### src/hdl/max7219_pkg.sv
package max7219_pkg;

    // ------------------------------------------------------------------
    // Widths
    // ------------------------------------------------------------------

    // Bits in one device frame on the chain
    localparam int DEV_BITS = 16;
    // Rows and columns of one 8x8 matrix
    localparam int DEV_SIDE = 8;

    typedef logic [3:0]  reg_addr_t;
    typedef logic [7:0]  reg_data_t;
    typedef logic [15:0] dev_word_t;
    typedef logic [3:0]  intensity_t;
    typedef logic [2:0]  row_idx_t;

    // ------------------------------------------------------------------
    // MAX7219 registers and data codes
    // ------------------------------------------------------------------

    localparam reg_addr_t REG_DIGIT0    = 4'h1;
    localparam reg_addr_t REG_DECODE    = 4'h9;
    localparam reg_addr_t REG_INTENSITY = 4'hA;
    localparam reg_addr_t REG_SCAN      = 4'hB;
    localparam reg_addr_t REG_SHUTDOWN  = 4'hC;
    localparam reg_addr_t REG_TEST      = 4'hF;

    localparam reg_data_t DATA_SHUTDOWN  = 8'h00;
    localparam reg_data_t DATA_NORMAL    = 8'h01;
    localparam reg_data_t DATA_NO_TEST   = 8'h00;
    localparam reg_data_t DATA_NO_DECODE = 8'h00;
    localparam reg_data_t DATA_SCAN_ALL  = 8'h07;

    // Commands passed from the sequencer to the encoder
    typedef enum logic [2:0] {
        CMD_SHUTDOWN,
        CMD_NORMAL,
        CMD_NO_TEST,
        CMD_NO_DECODE,
        CMD_SCAN,
        CMD_INTENSITY,
        CMD_ROW
    } cmd_kind_t;

    typedef struct packed {
        cmd_kind_t kind;
        row_idx_t  row;
    } cmd_t;

    // Zero header, then address, then data
    function automatic dev_word_t dev_word(reg_addr_t addr, reg_data_t data);
        return {4'b0000, addr, data};
    endfunction

endpackage

### src/hdl/max7219_driver.sv
module max7219_driver
    import max7219_pkg::*;
#(
    parameter int SEG_ROWS      = 1,
    parameter int SEG_COLS      = 1,
    parameter int SPI_CYCLES    = 4,
    parameter int UPDATE_CYCLES = 1000
) (
    input  logic                                         i_clk,
    input  logic                                         i_rst_n,
    input  logic [DEV_SIDE*DEV_SIDE*SEG_ROWS*SEG_COLS-1:0] i_frame,
    input  intensity_t [SEG_ROWS*SEG_COLS-1:0]           i_intensity,
    output logic                                         o_spi_stb,
    output logic                                         o_spi_clk,
    output logic                                         o_spi_din
);

    // One device frame per matrix in the chain
    localparam int WIDTH = DEV_BITS * SEG_ROWS * SEG_COLS;

    cmd_t             cmd;
    logic             cmd_stb;
    logic             slot_free;
    logic [WIDTH-1:0] word;
    logic             word_stb;
    logic             busy;

    max7219_sequencer #(
        .UPDATE_CYCLES (UPDATE_CYCLES)
    ) u_sequencer (
        .i_clk       (i_clk),
        .i_rst_n     (i_rst_n),
        .i_slot_free (slot_free),
        .o_cmd       (cmd),
        .o_cmd_stb   (cmd_stb)
    );

    max7219_frame_encoder #(
        .SEG_ROWS (SEG_ROWS),
        .SEG_COLS (SEG_COLS),
        .WIDTH    (WIDTH)
    ) u_encoder (
        .i_clk       (i_clk),
        .i_rst_n     (i_rst_n),
        .i_cmd       (cmd),
        .i_cmd_stb   (cmd_stb),
        .i_frame     (i_frame),
        .i_intensity (i_intensity),
        .i_busy      (busy),
        .o_slot_free (slot_free),
        .o_word      (word),
        .o_word_stb  (word_stb)
    );

    max7219_spi_shifter #(
        .WIDTH      (WIDTH),
        .SPI_CYCLES (SPI_CYCLES)
    ) u_shifter (
        .i_clk      (i_clk),
        .i_rst_n    (i_rst_n),
        .i_word     (word),
        .i_word_stb (word_stb),
        .o_busy     (busy),
        .o_spi_stb  (o_spi_stb),
        .o_spi_clk  (o_spi_clk),
        .o_spi_din  (o_spi_din)
    );

endmodule

### src/hdl/max7219_frame_encoder.sv
module max7219_frame_encoder
    import max7219_pkg::*;
#(
    parameter int SEG_ROWS = 1,
    parameter int SEG_COLS = 1,
    parameter int WIDTH    = DEV_BITS * SEG_ROWS * SEG_COLS
) (
    input  logic                                         i_clk,
    input  logic                                         i_rst_n,
    input  cmd_t                                         i_cmd,
    input  logic                                         i_cmd_stb,
    input  logic [DEV_SIDE*DEV_SIDE*SEG_ROWS*SEG_COLS-1:0] i_frame,
    input  intensity_t [SEG_ROWS*SEG_COLS-1:0]           i_intensity,
    input  logic                                         i_busy,
    output logic                                         o_slot_free,
    output logic [WIDTH-1:0]                             o_word,
    output logic                                         o_word_stb
);

    localparam int NUM_DEV  = SEG_ROWS * SEG_COLS;
    localparam int FB_XSIZE = DEV_SIDE * SEG_COLS;
    localparam int FB_BITS  = DEV_SIDE * DEV_SIDE * NUM_DEV;

    logic [FB_BITS-1:0]        frame_q;
    intensity_t [NUM_DEV-1:0]  level_q;
    logic [WIDTH-1:0]          word_d;
    logic [WIDTH-1:0]          word_q;
    logic                      full;

    // ------------------------------------------------------------------
    // One device frame per matrix, device (r, c) at slot r*SEG_COLS + c
    // ------------------------------------------------------------------
    always_comb begin
        reg_addr_t addr;
        reg_data_t data;
        int        dev;
        int        y;
        word_d = '0;
        for (int r = 0; r < SEG_ROWS; r++) begin
            for (int c = 0; c < SEG_COLS; c++) begin
                dev  = r * SEG_COLS + c;
                y    = DEV_SIDE * r + int'(i_cmd.row);
                addr = REG_DIGIT0 + reg_addr_t'(i_cmd.row);
                // Leftmost pixel goes to the data MSB
                for (int p = 0; p < DEV_SIDE; p++) begin
                    data[DEV_SIDE-1-p] = frame_q[y * FB_XSIZE + DEV_SIDE * c + p];
                end
                case (i_cmd.kind)
                    CMD_SHUTDOWN:  begin addr = REG_SHUTDOWN;  data = DATA_SHUTDOWN;  end
                    CMD_NORMAL:    begin addr = REG_SHUTDOWN;  data = DATA_NORMAL;    end
                    CMD_NO_TEST:   begin addr = REG_TEST;      data = DATA_NO_TEST;   end
                    CMD_NO_DECODE: begin addr = REG_DECODE;    data = DATA_NO_DECODE; end
                    CMD_SCAN:      begin addr = REG_SCAN;      data = DATA_SCAN_ALL;  end
                    CMD_INTENSITY: begin
                        addr = REG_INTENSITY;
                        data = {4'b0000, level_q[dev]};
                    end
                    default:       data = data;
                endcase
                word_d[DEV_BITS*dev +: DEV_BITS] = dev_word(addr, data);
            end
        end
    end

    // Output slot
    always_ff @(posedge i_clk) begin
        if (!i_rst_n) begin
            full <= 1'b0;
        end else if (i_cmd_stb) begin
            full <= 1'b1;
        end else if (o_word_stb) begin
            full <= 1'b0;
        end
    end

    always_ff @(posedge i_clk) begin
        if (i_cmd_stb) begin
            word_q <= word_d;
        end
        // Rows of this pass show the frame seen at the scan command
        if (i_cmd_stb && i_cmd.kind == CMD_SCAN) begin
            frame_q <= i_frame;
            level_q <= i_intensity;
        end
    end

    assign o_word      = word_q;
    assign o_word_stb  = full && !i_busy;
    assign o_slot_free = !full;

    assert property (@(posedge i_clk) disable iff (!i_rst_n)
        i_cmd_stb |-> !full);

endmodule

### src/hdl/max7219_sequencer.sv
module max7219_sequencer
    import max7219_pkg::*;
#(
    parameter int UPDATE_CYCLES = 1000
) (
    input  logic i_clk,
    input  logic i_rst_n,
    input  logic i_slot_free,
    output cmd_t o_cmd,
    output logic o_cmd_stb
);

    localparam int PAUSE_W = $clog2(UPDATE_CYCLES + 1);
    localparam logic [PAUSE_W-1:0] PAUSE_LAST = PAUSE_W'(UPDATE_CYCLES - 1);

    typedef enum logic [2:0] {
        ST_SHUTDOWN,
        ST_NORMAL,
        ST_NO_TEST,
        ST_NO_DECODE,
        ST_SCAN,
        ST_INTENSITY,
        ST_ROW,
        ST_PAUSE
    } state_t;

    state_t             state;
    row_idx_t           row;
    logic [PAUSE_W-1:0] pause_cnt;
    cmd_kind_t          kind;
    logic               issue;

    // Command that goes with each state
    always_comb begin
        case (state)
            ST_SHUTDOWN:  kind = CMD_SHUTDOWN;
            ST_NORMAL:    kind = CMD_NORMAL;
            ST_NO_TEST:   kind = CMD_NO_TEST;
            ST_NO_DECODE: kind = CMD_NO_DECODE;
            ST_SCAN:      kind = CMD_SCAN;
            ST_INTENSITY: kind = CMD_INTENSITY;
            default:      kind = CMD_ROW;
        endcase
    end

    // The strobe of the previous cycle has not yet shown up in the
    // encoder's slot level, so skip one cycle after each command
    assign issue = i_slot_free && !o_cmd_stb && (state != ST_PAUSE);

    always_ff @(posedge i_clk) begin
        if (!i_rst_n) begin
            state     <= ST_SHUTDOWN;
            row       <= '0;
            pause_cnt <= '0;
            o_cmd_stb <= 1'b0;
        end else begin
            o_cmd_stb <= issue;
            if (issue) begin
                case (state)
                    ST_SHUTDOWN:  state <= ST_NORMAL;
                    ST_NORMAL:    state <= ST_NO_TEST;
                    ST_NO_TEST:   state <= ST_NO_DECODE;
                    ST_NO_DECODE: state <= ST_SCAN;
                    ST_SCAN:      state <= ST_INTENSITY;
                    ST_INTENSITY: state <= ST_ROW;
                    ST_ROW: begin
                        row <= row + 1'b1;
                        if (row == 3'd7) begin
                            state <= ST_PAUSE;
                        end
                    end
                    default:      state <= state;
                endcase
            end
            // Pause only counts, the display keeps its last frame
            if (state == ST_PAUSE) begin
                if (pause_cnt == PAUSE_LAST) begin
                    pause_cnt <= '0;
                    state     <= ST_SHUTDOWN;
                end else begin
                    pause_cnt <= pause_cnt + 1'b1;
                end
            end
        end
    end

    always_ff @(posedge i_clk) begin
        if (issue) begin
            o_cmd.kind <= kind;
            o_cmd.row  <= row;
        end
    end

    // Encoder must have room for every command
    assert property (@(posedge i_clk) disable iff (!i_rst_n)
        o_cmd_stb |-> i_slot_free);

endmodule

### src/hdl/max7219_spi_shifter.sv
module max7219_spi_shifter #(
    parameter int WIDTH      = 16,
    parameter int SPI_CYCLES = 4
) (
    input  logic             i_clk,
    input  logic             i_rst_n,
    input  logic [WIDTH-1:0] i_word,
    input  logic             i_word_stb,
    output logic             o_busy,
    output logic             o_spi_stb,
    output logic             o_spi_clk,
    output logic             o_spi_din
);

    localparam int HALF_W = $clog2(SPI_CYCLES + 1);
    localparam int BIT_W  = $clog2(WIDTH + 1);
    localparam logic [HALF_W-1:0] HALF_LAST = HALF_W'(SPI_CYCLES - 1);
    localparam logic [BIT_W-1:0]  BIT_LAST  = BIT_W'(WIDTH - 1);

    typedef enum logic [1:0] {
        ST_IDLE,
        ST_SHIFT,
        ST_LOAD
    } state_t;

    state_t            state;
    logic [WIDTH-1:0]  sr;
    logic [HALF_W-1:0] half_cnt;
    logic [BIT_W-1:0]  bit_cnt;
    logic              load;
    logic              half_end;
    logic              last_bit;
    logic              next_bit;

    assign o_busy   = (state == ST_SHIFT);
    assign load     = i_word_stb && !o_busy;
    assign half_end = (half_cnt == HALF_LAST);
    assign last_bit = (bit_cnt == BIT_LAST);
    // Falling SPI clock that moves on to the following bit
    assign next_bit = (state == ST_SHIFT) && half_end && o_spi_clk && !last_bit;

    // ------------------------------------------------------------------
    // Bit timing, low half then high half per bit, MSB first
    // ------------------------------------------------------------------
    always_ff @(posedge i_clk) begin
        if (!i_rst_n) begin
            state     <= ST_IDLE;
            half_cnt  <= '0;
            bit_cnt   <= '0;
            o_spi_stb <= 1'b1;
            o_spi_clk <= 1'b0;
            o_spi_din <= 1'b0;
        end else if (load) begin
            // A word can follow straight from the load cycle
            state     <= ST_SHIFT;
            half_cnt  <= '0;
            bit_cnt   <= '0;
            o_spi_stb <= 1'b0;
            o_spi_clk <= 1'b0;
            o_spi_din <= i_word[WIDTH-1];
        end else begin
            case (state)
                ST_SHIFT: begin
                    if (!half_end) begin
                        half_cnt <= half_cnt + 1'b1;
                    end else begin
                        half_cnt <= '0;
                        if (!o_spi_clk) begin
                            o_spi_clk <= 1'b1;
                        end else begin
                            o_spi_clk <= 1'b0;
                            if (last_bit) begin
                                // Chain latches its shift registers here
                                state     <= ST_LOAD;
                                o_spi_stb <= 1'b1;
                            end else begin
                                bit_cnt   <= bit_cnt + 1'b1;
                                o_spi_din <= sr[WIDTH-2];
                            end
                        end
                    end
                end
                ST_LOAD: state <= ST_IDLE;
                default: state <= ST_IDLE;
            endcase
        end
    end

    always_ff @(posedge i_clk) begin
        if (load) begin
            sr <= i_word;
        end else if (next_bit) begin
            sr <= {sr[WIDTH-2:0], 1'b0};
        end
    end

    assert property (@(posedge i_clk) disable iff (!i_rst_n)
        i_word_stb |-> !o_busy);

    // Load edge must not coincide with a high SPI clock
    assert property (@(posedge i_clk) disable iff (!i_rst_n)
        $rose(o_spi_stb) |-> !o_spi_clk);

endmodule

### config.mk
export PLATFORM = sky130hd
export DESIGN_NAME = max7219_driver
export DESIGN_NICKNAME = d
export VERILOG_FILES = /design/src/hdl/max7219_pkg.sv /design/src/hdl/max7219_driver.sv /design/src/hdl/max7219_frame_encoder.sv /design/src/hdl/max7219_sequencer.sv /design/src/hdl/max7219_spi_shifter.sv
export SDC_FILE = /design/constraint.sdc
export NUM_CORES = 1
export LEC_CHECK = 0
export BUFFER_PORTS_ARGS = -buffer_cell sky130_fd_sc_hd__clkbuf_2
export CORE_MARGIN = 3
export CORE_UTILIZATION = 61
export CTS_CLUSTER_SIZE = 12
export DETAILED_ROUTE_END_ITERATION = 10
export PLACE_DENSITY = 0.84
export SLEW_MARGIN = 5
export SYNTH_ARGS = -nofsm -noshare
export SYNTH_HDL_FRONTEND = slang
export SYNTH_SLANG_ARGS = --single-unit
### constraint.sdc
create_clock -name i_clk -period 16.28 [get_ports i_clk]
set_input_delay 0.814 -clock i_clk [delete_from_list [all_inputs] [get_ports i_clk]]
set_output_delay 0.814 -clock i_clk [all_outputs]
set_load 0.02 [all_outputs]
**Word level (Yosys, flattened, before mapping)**

Index checks and enable logic that the tools add are counted.

- Logic and storage cells: 148
- Input bits: 70
- Flip-flop bits (word level): 132
- Memories: 0
- Bits in latches: 0
- RAM bits: 0
- Bits in read-only memories: 0

- Bitwise gates (word level): 3
- Shift operators: 0
- Multipliers: 0
- Divide/modulo/power cells: 0
- Muxes and demuxes: 53
- Equality and inequality tests: 22
- $lt $le $gt $ge: 8
- Add/subtract/negate cells: 12
- Reduce and logical (&&, ||, !) cells: 31

Operators with widths:

| kind | count |
|---|---|
| less-than comparator 32 x 8 -> 1 bit, second input constant | 7 |
| binary-select mux 1 bit (select 6 bit) | 7 |
| 2-to-1 mux 1 bit | 33 |
| one-hot mux 8 bit (4 select lines) | 1 |
| adder 6 x 3 -> 7 bit, second input constant | 4 |
| equality test 3 bit, second input constant | 7 |
| one-hot mux 3 bit (7 select lines) | 1 |
| one-hot mux 4 bit (5 select lines) | 1 |
| one-hot mux 3 bit (6 select lines) | 1 |
| equality test 3 x 2 -> 1 bit, second input constant | 5 |
| 2-to-1 mux 15 bit | 1 |
| 2-to-1 mux 3 bit | 5 |
| adder 6 x 2 -> 7 bit, second input constant | 2 |
| 2-to-1 mux 12 bit | 1 |
| != test 3 bit, second input constant | 4 |
| AND reduction 4 bit | 3 |
| nonzero test 2 bit | 6 |
| adder 10 x 1 -> 10 bit, second input constant | 1 |
| equality test 10 bit, second input constant | 1 |
| 2-to-1 mux 10 bit | 1 |
| logical AND 1 bit | 8 |
| adder 6 x 1 -> 7 bit, second input constant | 1 |
| less-than comparator 6 x 7 -> 1 bit, second input constant | 1 |
| adder 3 x 1 -> 3 bit, second input constant | 2 |
| other kinds (14) | 25 |

**Depth between registers and ports, before layout**

- Depth in word-level cells: 6
- Gate-level depth with buffers: 7

**By module**

A second synthesis with hierarchy kept.

- Cell total of the unflattened synthesis: 365
- Area, all modules: 5511.5 um2

Modules (own cells, without submodules):

| module | area each (um2) | times used | cells each |
|---|---|---|---|
| max7219_frame_encoder | 3184.3 | 1 | 162 |
| max7219_spi_shifter | 1260.0 | 1 | 101 |
| max7219_sequencer | 1067.3 | 1 | 102 |

**Worst setup path after synthesis**

Ideal clock, no wire load.

- Kind: reg-to-reg
- Start point: register u_sequencer.o_cmd_stb
- End point: register u_encoder.frame_q[0] (enable)
- Stages on the path, launching flop included: 2
- Period minus slack after synthesis: 7.851 ns
- Arrival: 7.187 ns
- Setup slack: 8.429 ns
- Data required time: 15.617 ns
- Setup time: 0.663 ns
- Cell sequence: dfxtp_1 nor4bb_1

- Longest elaborated chain between the ends: 1

Ends and longest elaborated chain:

| item | RTL line | text |
|---|---|---|
| start, declared | max7219_sequencer.sv:10 | `output logic o_cmd_stb` |
| start signal, assigned | max7219_sequencer.sv:57 | `o_cmd_stb <= issue;` |
| logical AND 1 bit | max7219_frame_encoder.sv:81 | `if (i_cmd_stb && i_cmd.kind == CMD_SCAN) begin` |
| end signal, assigned | max7219_frame_encoder.sv:82 | `frame_q <= i_frame;` |
| end, declared | max7219_frame_encoder.sv:24 | `logic [FB_BITS-1:0] frame_q;` |

Every way passes these cells.
A chain may end at the register's enable or synchronous reset.

**Final worst setup path**

- Start point: register u_sequencer.state[0]
- End point: register u_sequencer.state[2]

- Longest elaborated chain between the ends: 5
- Elaborated cells on any way between the ends: 14
- Those cells by class: 8 x eq/ne; 4 x mux; 2 x reduce/logical

Ends and longest elaborated chain:

| item | RTL line | text |
|---|---|---|
| start, declared | max7219_sequencer.sv:27 | `state_t state;` |
| start signal, assigned | max7219_sequencer.sv:72 | `default: state <= state;` |
| equality test 3 bit (tied with other cells) | max7219_sequencer.sv:59 | `case (state)` |
| one-hot mux 3 bit (7 select lines) / logical AND 1 bit (equally long branches) | max7219_sequencer.sv:59, max7219_sequencer.sv:48 |  |
| 2-to-1 mux 3 bit | max7219_sequencer.sv:58 | `if (issue) begin` |
| 2-to-1 mux 3 bit | max7219_sequencer.sv:77 | `if (pause_cnt == PAUSE_LAST) begin` |
| 2-to-1 mux 3 bit * | max7219_sequencer.sv:76 | `if (state == ST_PAUSE) begin` |

Mark *: on every way between the ends. The rest lies on a longest branch, timed or not.

==> flow_metrics.tcl <==
set metrics [dict create \
    status "completed" \
    worstMarginPinSlew_ps 1108 \
    ant_nets 0 \
    netlist_area_um2 5254 \
    ioPinCount 73 \
    mostFrequentLayoutCells "101 x edfxtp_1, 72 x clkbuf_2, 32 x nor2_1, 31 x dfxtp_1" \
    die_h_um 98.81 \
    arrival_ps 2700 \
    final_util 0.7553 \
    syn-num-nets 413 \
    timing.hold.ws_ps 448.0 \
    dr.pass1.iters 4 \
    ys_async_sr_fraction 0 \
    cap_viol_max_count 0 \
    wl_um 9571 \
    htreeDepth 4 \
    synth_edf_count 101 \
    drv_slew 0 \
    placed_area_um2 5699 \
    power_density_nw_per_um2 141.7 \
    cts-resized-gates 0 \
    area_delta_synth_final_pct 19.31 \
    final_common_cell "edfxtp_1" \
    yosysTopAreaCell "edfxtp_1" \
    drc 0 \
    seq_area_um2 3654 \
    slew_headroom 0.2615 \
    start_util 0.6330 \
    dieArea_um2 9762 \
    synth-main-ff-cell "edfxtp_1" \
    grt_pass1_vias 3088 \
    setup_viol 0 \
    fin_skew_ps 7.236 \
    ys_seq_elements 132 \
    cp_max_fo 11 \
    crit_path_start_kind "flip-flop" \
    grtUsageTotal 0.2120 \
    cts_hold_buffers 0 \
    fp.coreArea_um2 8299 \
    routedWlPerCell_um 18.06 \
    rows 33 \
    synth_area_leaders "edfxtp_1 58%, dfxtp_1 12%, mux4_2 6.9%, ha_1 2.6%, mux2i_1 2.5%" \
    critPathKind "flip-flop to flip-flop" \
    endpoint_kind "flip-flop" \
    final_area_um2 6269 \
    clock.fmax_mhz 428.0 \
    clk_path_buf_depth 2 \
    via_per_inst 5.702 \
    post-route-min-period_ps 2337 \
    finalCritPeriodShare 0.1435 \
    place_congestion 0.7732 \
    clk_latency_ps 520 \
    num-fill-cells 466 \
    cts_sinks 132 \
    synth.distinct_cells 45 \
    gr-total-overflow 0 \
    yosysTopAreaCellShare 0.5773 \
    die_w_um 98.81 \
    antenna_found_initial 0 \
    io_buffers 72 \
    ctsRootBufferMaster "clkbuf_8" \
    n_antenna_cell 0 \
    power_uw 888.3 \
    yosysWarnings 0 \
    worstPathRequired_ps 16650 \
    drt_iter0_drc 159 \
    cts_tree "built" \
    hold_violations 0 \
    yosysSeqAreaShare 0.6954 \
    dp_hpwl_um 6172 \
    leakage_nw 2.381 \
    rsz0062_at_grt "false" \
    vias 3022 \
    numCtsBuffers 17 \
    tns_ps 0 \
    post-cts-setup-buffers 0 \
    synth_cells 332 \
    clkTransAtPathRegs_ps 60 \
    layout-drive-gt1-share 0.3247 \
    max-vdd-ir-drop_mv 0.08763 \
    avgSynthCellArea_um2 15.82 \
    nets 493 \
    grt_max_degree 69 \
    grt_pass1_wl_um 15390 \
    min_path_type "flip-flop to flip-flop" \
    multi_input_area_um2 1520 \
]
critical path, stage by stage, from the launching register on:
cell and delay [ps]:
dfxtp_1 400, ha_1 400, and4_1 320, nand3_1 90, o21ai_0 830, o21ai_0 150
cell usage after synthesis (2+ instances only):
cell      count
buf_2         7
inv_1         7
a21o_1        3
ha_1         11
mux2i_1      13
nand3_1       7
nor4_1        3
nand4_1       3
a31oi_1       2
nand2b_1      2
nor2_1       32
mux2_2       11
dfxtp_1      31
o22ai_1       2
nor3_1        2
buf_4         2
and3_1        4
or3_1         2
edfxtp_1    101
xor2_1        7
mux4_2       16
o21ai_0       7
and2_1        4
or2_2         2
xnor2_1       7
a21oi_1      11
nand2_1      15
area by class of cell:
type | count | area share
Sequential cell | 132 | 0.5828
Multi-Input combinational cell | 181 | 0.2425
Clock buffer | 18 | 0.06667
Timing Repair Buffer | 73 | 0.05868
Clock inverter | 14 | 0.02415
Tap cell | 105 | 0.02096
Inverter | 7 | 0.004192
registers in the layout (all words and copies together) (netlist names):
signal	flops
u_encoder.frame_q	64
u_encoder.full	1
u_encoder.level_q	4
u_encoder.o_word	12
u_sequencer.o_cmd	6
u_sequencer.o_cmd_stb	1
u_sequencer.pause_cnt	10
u_sequencer.row	3
u_sequencer.state	3
u_shifter.bit_cnt	5
u_shifter.half_cnt	3
u_shifter.o_spi_clk	1
u_shifter.o_spi_din	1
u_shifter.o_spi_stb	1
u_shifter.sr	15
u_shifter.state	2
stage by stage:
stage	setup slack, ps	instances
final	13940	530
after global routing	13620	530
after CTS	13950	530
after detailed placement	14000	498
after global placement	14030	498
after floorplan	8429	332
report_power, final:
| group | total (mW) | switching [mW] | internal [mW] |
|---|---|---|---|
| Sequential | 0.435 | 0.0301 | 0.405 |
| Combinational | 0.0934 | 0.0468 | 0.0465 |
| Clock | 0.360 | 0.141 | 0.219 |
kinds of logic (layout without fill, tap and decap cells):
kind of cell / after synthesis / after routing / share of synthesized area
muxes: 40 / 40 / 0.1169
buffers and inverters: 19 / 112 / 0.01810
AOI/OAI and AO/OA: 30 / 30 / 0.03501
and+or+nand+nor: 86 / 86 / 0.08502
xor gates and xnor gates: 14 / 14 / 0.02334
DFF: 132 / 132 / 0.6954
adders and majority gates: 11 / 11 / 0.02620
per-layer routing:
layer  share of wire  global-route usage
met4           0.027             0.09559
met2            0.52              0.3487
met3           0.051             0.06865
met5               0                   0
met1            0.40              0.2564
final timing paths:
path                              start  slack (ps)                     to  cells after the start
hold / removal    u_shifter.half_cnt[2]         450  u_shifter.half_cnt[2]                      2
setup reg to reg   u_sequencer.state[0]       13940   u_sequencer.state[2]                      5
setup / recovery   u_sequencer.state[0]       13940   u_sequencer.state[2]                      5
hold reg to reg   u_shifter.half_cnt[2]         450  u_shifter.half_cnt[2]                      2
Note: power is estimated with default switching activity, not from simulation.
